$ cat config.mk
export PLATFORM = sky130hd
export DESIGN_NAME = input_buffer_flat
export DESIGN_NICKNAME = d
export VERILOG_FILES = /design/src/common/attn_pkg.sv /design/src/common/xw_rd_if.sv /design/src/hw/input/input_buffer.sv /design/src/flat_wrapper.sv
export SDC_FILE = /design/constraint.sdc
export NUM_CORES = 2
export LEC_CHECK = 0
export BUFFER_PORTS_ARGS = -buffer_cell sky130_fd_sc_hd__buf_4
export CORE_ASPECT_RATIO = 1.75
export CORE_MARGIN = 1
export CORE_UTILIZATION = 62
export DETAILED_ROUTE_END_ITERATION = 8
export PLACE_DENSITY = 0.79
export REMOVE_ABC_BUFFERS = 1
export SYNTH_ARGS = -nofsm -noshare
export SYNTH_HDL_FRONTEND = slang
export SYNTH_SLANG_ARGS = --single-unit
$ cat constraint.sdc
create_clock -name clk -period 11.2 [get_ports clk]
set_input_delay 1.12 -clock clk [delete_from_list [all_inputs] [get_ports clk]]
set_output_delay 1.12 -clock clk [all_outputs]
set_load 0.005 [all_outputs]
$ cat src/common/attn_pkg.sv
// matrix sizes, data widths and input phase boundaries
// shared by every attention block
`default_nettype none

package attn_pkg;

    // matrix geometry, DIM is also the lane count of every dot product
    localparam int DIM      = 8;
    localparam int MAX_ROWS = 8;
    localparam int ROW_W    = 4;
    localparam int IDX_W    = 3;

    // data widths
    localparam int IN_W    = 8;
    localparam int QKV_W   = 2 * IN_W + 3;
    localparam int SCORE_W = 39;
    localparam int OUT_W   = 61;

    // input stream: Wq, Wk and Wv arrive back to back
    localparam int PHASE_LEN   = 64;
    localparam int LOAD_CYCLES = 192;
    localparam int CNT_W       = 8;

endpackage

`default_nettype wire

$ cat src/common/xw_rd_if.sv
// combinational read port from the projection unit into the input buffer
`timescale 1ns/100ps
`default_nettype none

interface xw_rd_if;
    import attn_pkg::*;

    // 0 selects Wq, 1 Wk, 2 Wv
    logic [1:0]             mat_sel;
    logic [IDX_W-1:0]       row_idx;
    logic [IDX_W-1:0]       col_idx;
    logic signed [IN_W-1:0] x_row [DIM];
    logic signed [IN_W-1:0] w_col [DIM];

    modport buffer (input mat_sel, input row_idx, input col_idx, output x_row, output w_col);
    modport proj (output mat_sel, output row_idx, output col_idx, input x_row, input w_col);

endinterface

`default_nettype wire

$ cat src/hw/input/input_buffer.sv
// input beat counter, T register, X and weight storage, busy flag
`timescale 1ns/100ps
`default_nettype none

module input_buffer (
    input  logic                               clk,
    input  logic                               rst_n,
    input  logic                               in_valid,
    input  logic [attn_pkg::ROW_W-1:0]         t_rows,
    input  logic signed [attn_pkg::IN_W-1:0]   x_data,
    input  logic signed [attn_pkg::IN_W-1:0]   wq_data,
    input  logic signed [attn_pkg::IN_W-1:0]   wk_data,
    input  logic signed [attn_pkg::IN_W-1:0]   wv_data,
    input  logic                               out_done,
    output logic                               load_done,
    output logic [attn_pkg::ROW_W-1:0]         row_count,
    xw_rd_if.buffer                            rd
);
    import attn_pkg::*;

    logic [CNT_W-1:0]       cnt;
    logic                   busy;
    logic                   accept;
    logic [1:0]             w_sel;
    logic [IDX_W-1:0]       beat_row;
    logic [IDX_W-1:0]       beat_col;
    logic signed [IN_W-1:0] w_in;
    logic [ROW_W-1:0]       t_eff;

    logic signed [IN_W-1:0] x_mem [MAX_ROWS][DIM];
    logic signed [IN_W-1:0] w_mem [LOAD_CYCLES/PHASE_LEN][DIM][DIM];

    // a new run starts only when idle, later beats only while the count runs
    assign accept   = in_valid && (!busy || cnt != '0);
    assign w_sel    = 2'(cnt / PHASE_LEN);
    assign beat_row = IDX_W'((cnt % PHASE_LEN) / DIM);
    assign beat_col = IDX_W'(cnt % DIM);
    assign t_eff    = (t_rows == '0 || t_rows > ROW_W'(MAX_ROWS)) ? ROW_W'(MAX_ROWS) : t_rows;

    always_comb begin
        case (w_sel)
            2'd0:    w_in = wq_data;
            2'd1:    w_in = wk_data;
            default: w_in = wv_data;
        endcase
    end

    // ########################################################################
    // beat counter and run control
    always_ff @(posedge clk or negedge rst_n) begin
        if (!rst_n) begin
            cnt       <= '0;
            busy      <= 1'b0;
            load_done <= 1'b0;
            row_count <= ROW_W'(MAX_ROWS);
        end else begin
            load_done <= accept && cnt == CNT_W'(LOAD_CYCLES - 1);
            if (accept) begin
                cnt <= (cnt == CNT_W'(LOAD_CYCLES - 1)) ? '0 : cnt + 1'b1;
            end
            if (out_done) begin
                busy <= 1'b0;
            end else if (accept) begin
                busy <= 1'b1;
            end
            if (accept && cnt == '0) begin
                row_count <= t_eff;
            end
        end
    end

    // ########################################################################
    // storage, X rows beyond T are written as zero
    always_ff @(posedge clk) begin
        if (accept) begin
            w_mem[w_sel][beat_row][beat_col] <= w_in;
            if (cnt < DIM * DIM) begin
                x_mem[beat_row][beat_col] <= (ROW_W'(beat_row) < row_count) ? x_data : '0;
            end
        end
    end

    always_comb begin
        rd.x_row = x_mem[rd.row_idx];
        for (int k = 0; k < DIM; k++) begin
            rd.w_col[k] = w_mem[rd.mat_sel][k][rd.col_idx];
        end
    end

endmodule

`default_nettype wire

$ cat src/flat_wrapper.sv
// flat-port wrapper written by rule: the top's interface ports become plain ports
module input_buffer_flat import attn_pkg::*;
  (clk, rst_n, in_valid, t_rows, x_data, wq_data, wk_data, wv_data, out_done, load_done, row_count, rd_mat_sel, rd_row_idx, rd_col_idx, rd_x_row, rd_w_col);
  xw_rd_if rd_i ();
  input  logic clk;
  input  logic rst_n;
  input  logic in_valid;
  input  logic [attn_pkg::ROW_W-1:0] t_rows;
  input  logic signed [attn_pkg::IN_W-1:0] x_data;
  input  logic signed [attn_pkg::IN_W-1:0] wq_data;
  input  logic signed [attn_pkg::IN_W-1:0] wk_data;
  input  logic signed [attn_pkg::IN_W-1:0] wv_data;
  input  logic out_done;
  output logic load_done;
  output logic [attn_pkg::ROW_W-1:0] row_count;
  input wire logic [$bits(rd_i.mat_sel)-1:0] rd_mat_sel;
  input wire logic [$bits(rd_i.row_idx)-1:0] rd_row_idx;
  input wire logic [$bits(rd_i.col_idx)-1:0] rd_col_idx;
  output wire logic [$bits(rd_i.x_row)-1:0] rd_x_row;
  output wire logic [$bits(rd_i.w_col)-1:0] rd_w_col;
  assign rd_i.mat_sel = rd_mat_sel;
  assign rd_i.row_idx = rd_row_idx;
  assign rd_i.col_idx = rd_col_idx;
  assign rd_x_row = {>>{rd_i.x_row}};
  assign rd_w_col = {>>{rd_i.w_col}};
  input_buffer u_core (.clk(clk), .rst_n(rst_n), .in_valid(in_valid), .t_rows(t_rows), .x_data(x_data), .wq_data(wq_data), .wk_data(wk_data), .wv_data(wv_data), .out_done(out_done), .load_done(load_done), .row_count(row_count), .rd(rd_i));
endmodule
* Word level (Yosys, flattened, before mapping)
Memory sizes are Yosys's and may differ from the RTL's.
Cells that the tools add are included.
** Operators by class
- Add/subtract/negate cells :: 1
- $lt $le $gt $ge :: 8
- Equal/unequal tests :: 2
- Muxes and demuxes :: 39
- Bitwise logic cells :: 3
- Reductions and logical operators :: 13
** Operators with widths (number)
- 2-to-1 mux 512 bit :: 1
- binary-select mux 8 bit (select 3 bit) :: 8
- demux 64 bit (select 3 bit) :: 1
- 2-to-1 mux 8 bit :: 19
- 2-to-1 mux 64 bit :: 2
- demux 8 bit (select 3 bit) :: 1
- case mux 8 bit (2 select lines) :: 1
- greater-or-equal comparator 4 bit (second input constant) :: 3
- NOT 3 -> 4 bit :: 3
- adder 8 x 1 -> 8 bit (second input constant) :: 1
- equality test 8 bit (second input constant) :: 1
- logical NOT 8 bit :: 1
- < comparator 4 x 1 -> 1 bit (second input constant) :: 2
- < comparator 8 x 7 -> 1 bit (second input constant) :: 1
- nonzero test 8 bit :: 1
- logical AND 1 bit :: 5
- 2-to-1 mux 1 bit :: 5
- > comparator 4 bit (second input constant) :: 1
- logical NOT 4 bit :: 1
- < comparator 3 x 4 -> 1 bit :: 1
- 2-to-1 mux 4 bit :: 1
- equality test 2 x 1 -> 1 bit (second input constant) :: 1
- logical NOT 2 bit :: 1
- logical OR 1 bit :: 2
- other kinds (2) :: 2
** Word-level totals
- Register bits :: 14
- Bits in writable memories :: 2048
- Input bits :: 48
- Output and inout port bits :: 133
- Word-level logic and storage cells :: 72
- Memories :: 2
** Memory list
- u_core.w_mem :: words 3, bits a word 512, rd ports 1, clocked after Yosys merged registers in 0, write ports 1, line input_buffer.sv:31 : logic signed [IN_W-1:0] w_mem [LOAD_CYCLES/PHASE_LEN][DIM][DIM];
- u_core.x_mem :: words 8, bits a word 64, rd ports 1, clocked after Yosys merged registers in 0, write ports 1, line input_buffer.sv:30 : logic signed [IN_W-1:0] x_mem [MAX_ROWS][DIM];

* Logic depth before layout (Yosys ltp)
- Depth in word-level cells :: 8
- Gate-level depth with buffers :: 9
- Mapped depth without buffers :: 6

* Worst setup path before layout
OpenSTA, ideal clock, no wires.
- Path kind :: input to register
- Start :: in wk_data[0] (netlist name)
- End :: mem u_core.w_mem[0][0] (netlist name), data pin
- Library setup time :: 1.692 ns
- Data arrival time :: 8.647 ns
- Data required time :: 9.508 ns
- Path slack :: 0.860 ns
- Stages :: 2
- Buffers on the path :: 0
- Cell sequence :: mux2i_1 o21ai_0
** Between the ends
- Longest elaborated chain between the ends :: 1
** RTL lines
- start: declaration :: line flat_wrapper.sv:11 : input logic signed [attn_pkg::IN_W-1:0] wk_data;
- case mux 8 bit (2 select lines) :: line input_buffer.sv:41 : case (w_sel)
- named net u_core.w_in[0] :: line input_buffer.sv:27 : logic signed [IN_W-1:0] w_in;
- end: declaration :: line input_buffer.sv:31
The timed path passes the listed nets, and every way through them passes these cells.

* Worst setup path after layout
- Start :: in rd_col_idx[2]
- End :: out rd_w_col[40]
** Between the ends
- Longest elaborated chain between the ends :: 4
** RTL lines
- start: declaration :: line flat_wrapper.sv:18 : input wire logic [$bits(rd_i.col_idx)-1:0] rd_col_idx;
- NOT 3 -> 4 bit (not written as such) :: line input_buffer.sv:86 : rd.w_col[k] = w_mem[rd.mat_sel][k][rd.col_idx];
- binary-select mux 8 bit (select 3 bit) :: line input_buffer.sv:86
- 2-to-1 mux 8 bit (not written as such) (2 in series) :: line input_buffer.sv:86
- end: declaration :: line flat_wrapper.sv:20 : output wire logic [$bits(rd_i.w_col)-1:0] rd_w_col;
No other way between the ends. The select of a mux whose other input is x is not followed.

==> out/results.tsv <==
stage	metric	value	unit
outcome	run status	finished, violations left	
outcome	failing checks	DRC	
worst_setup_path	R2R depth	5	
clock_tree	clk root buf	clkbuf_16	
clock_tree	H-tree depth	4	
worst_setup_path	cell count along the critical path	7	
floorplanning	Core Box Area	129000	sq um
clock_tree	Clock Path Buffers	3	
yosys	number of synthesis warnings	0	
yosys	Syn Std Cell Area	80600	sq um
worst_setup_path	Max FO, Critical Path	10	
floorplanning	Rows	174	
global_route	largest net degree at the start of global routing	193	
timing	fmax	0.171	GHz
clock_tree	sink count of the clock tree	2062	
drt	1st-iter DRT viols	4304	
drt	DR WL/cell	31.7	um
global_route	grt total ovfl	0	
yosys	top_reg_cell synth	edfxtp_1	
drt	drc violations	44	
timing	Final Hold Viols	0	
timing	Slew @ Worst Pin	1.28	ns
clock_tree	CTS tree	built	
drt	via count	39589	
yosys	largest area contributor in the netlist	edfxtp_1	
timing	count of final setup violators	0	
worst_setup_path	Bufs and invs on worst path	4	
yosys	Area contributors post-synth	edfxtp_1 76%, mux4_2 12%, mux2i_1 3.0%	
floorplanning	Ports	181	
global_route	GRT Total Usage	0.291	
worst_setup_path	CP delay by family, top	buffers and inverters	
power_and_ir_drop	Pleak	28.1	nW
worst_setup_path	Worst path slowest cell	nand2_1	
floorplanning	die height	479	um
worst_setup_path	sequence of cells on the critical path	buf_4 > clkinv_1 > buf_4 > nand2_1 > o22ai_1 > a211oi_1 > buf_4	
timing	Final min period	5.86	ns
yosys	library cells used by synthesis	47	
final_layout	Area Growth Syn to Fin	10.6	%
yosys	Synth top cells by count	2048 x edfxtp_1, 418 x mux4_2, 307 x nor2_1	
worst_setup_path	Data required, critical path	10.08	ns
clock_tree	Clock Latency Late Sink	0.81	ns
drt	drt first pass iters	8	
timing	Pins Over Slew Limit	0	
worst_setup_path	CP arrival	4.74	ns
yosys	Avg Cell Area, Syn	20.6	sq um
floorplanning	Die X	274	um
yosys	most frequent cell after synthesis	edfxtp_1	
yosys	top cell type's share of synthesized area	0.763	
drt	via/cell ratio	6.70	
place	dpl hpwl	113000	um
min_path	Hold/Removal Path Class	in2async	
worst_setup_path	CP Capture Type	primary output	
floorplanning	Initial Util	0.626	
worst_setup_path	most used cell, CP	buf_4	
timing	Tcrit/Tclk final	0.523	
timing	RSZ-0062 raised after global routing	false	
final_layout	Final Cell Area	89100	sq um
drt	remaining antenna violation count	0	
timing	clock skew	0.0178	ns
clock_tree	# hold bufs at CTS	0	
timing	Setup TNS	0	ns
timing	Slew HR	0.145	
global_route	initial antenna violation count	4	
power_and_ir_drop	VDD IR max	0.224	mV
place	RePlAce Congestion	0.854	
place	Buffers on Ports	180	
clock_tree	CTS clk-pin slew, worst paths	0.06	ns
yosys	Seq cells post-synth	2062	
global_route	vias in the first global route	40733	
clock_tree	post-CTS setup buffer count	0	
worst_setup_path	max incr delay on CP	0.88	ns
global_route	first-pass GRT wire length	272000	um
floorplanning	full die area	131000	sq um
worst_setup_path	Critical Setup Path Class	in2out	
place	dpl cell area	83600	sq um
clock_tree	total CTS buffers	170	
drt	WL final	187000	um
worst_setup_path	Worst Setup Start Kind	primary input	
run	max-cap violation count	0	
yosys	cell count after synthesis	3905	
final_layout	share of layout cells above drive strength 1	0.242	
yosys	sequential cell area fraction in the yosys report	0.768	
yosys	number of synthesized flops with an enable pin	2048	
final_layout	Final nets	4142	
power_and_ir_drop	pwr/cell area	188	nW/um^2
yosys	Synth async-reset ratio	0.00679	
clock_tree	post-cts resize count	0	
worst_setup_path	Worst R2R Setup Slack	6.95	ns
## sequential cells by signal, indices dropped and copies added, names as in the netlist
register,count
u_core.row_count,4
u_core.busy,1
u_core.x_mem,512
u_core.load_done,1
u_core.w_mem,1536
u_core.cnt,8
## stage by stage
stage | instances | power [mW] | setup slack (ns) | hold WS [ns] | util
after global routing | 5905 | 17.2 | 5.22 | 0.151 | 0.693
after CTS | 5903 | 16.8 | 5.40 | 0.115 | 0.693
after global placement | 5590 | 10.9 | 5.37 | 0.497 | 0.650
after floorplan | 3670 | 10.2 | 0.863 | 0.478 | -
final | 5907 | 16.8 | 5.34 | 0.166 | 0.693
after detailed placement | 5590 | 11.0 | 5.37 | 0.519 | 0.650
## cell families after synthesis
logic type	share of synthesized area
xor gates and xnor gates	0.000435
DFF	0.768
and+or+nand+nor	0.0266
muxes	0.159
adders and majority gates	0.000621
buffers and inverters	0.0160
AOI/OAI and AO/OA	0.0297
## metal layers
metal  share of wire  wire length (um)  GRT usage
met4           0.061             11300      0.163
met2            0.53             98700      0.499
met1            0.33             62400      0.345
met3           0.079             14900     0.0575
met5         0.00016                30          0
## layout make-up
class                           instances  area, sq um
Fill cell                            7543        39500
Clock buffer                          223         4630
Tap cell                             1672         2090
Sequential cell                      2062        61900
Inverter                                9         33.8
Timing Repair Buffer                  248         1980
Multi-Input combinational cell       1599        17700
Clock inverter                         90          870
Antenna cell                            4         10.0
## power breakdown
group / internal, mW / switching, mW
Clock: 3.29 / 2.64
Sequential: 9.05 / 0.0736
Combinational: 0.452 / 1.29
Total: 12.8 / 4.00
## cells in the final DEF (no fill, tap or decap), types with 8 or more instances in the layout
cell type and instances:
edfxtp_1 2048, mux4_2 418, nor2_1 303, mux2i_1 238, buf_4 237, clkbuf_16 178
mux2_2 89, nand2_1 86, o21ai_0 58, a22oi_1 54, a211oi_1 54, nor2b_1 46
clkbuf_1 44, clkinv_1 38, a21oi_1 35, o211ai_1 31, o311ai_1 25, clkinv_2 24
nand4_1 22, o32ai_1 22, a221oi_1 20, bufinv_16 16, o22ai_1 14, dfrtp_1 13
o221ai_1 9, o21ai_4 8, a21boi_4 8
## worst paths after layout
kind,start,to
max in group asynchronous,rst_n,u_core.row_count[3]$_DFFE_PN1P_
max,rd_col_idx[2],rd_w_col[40]
min,rst_n,u_core.row_count[1]$_DFFE_PN0P_
min reg2reg,u_core.busy$_DFFE_PN0P_,u_core.busy$_DFFE_PN0P_
min in group clk,out_done,u_core.busy$_DFFE_PN0P_
max reg2reg,u_core.cnt[6]$_DFFE_PN0N_,u_core.w_mem[2][33]$_DFFE_PP_
Power figures use the tool's default switching activity.
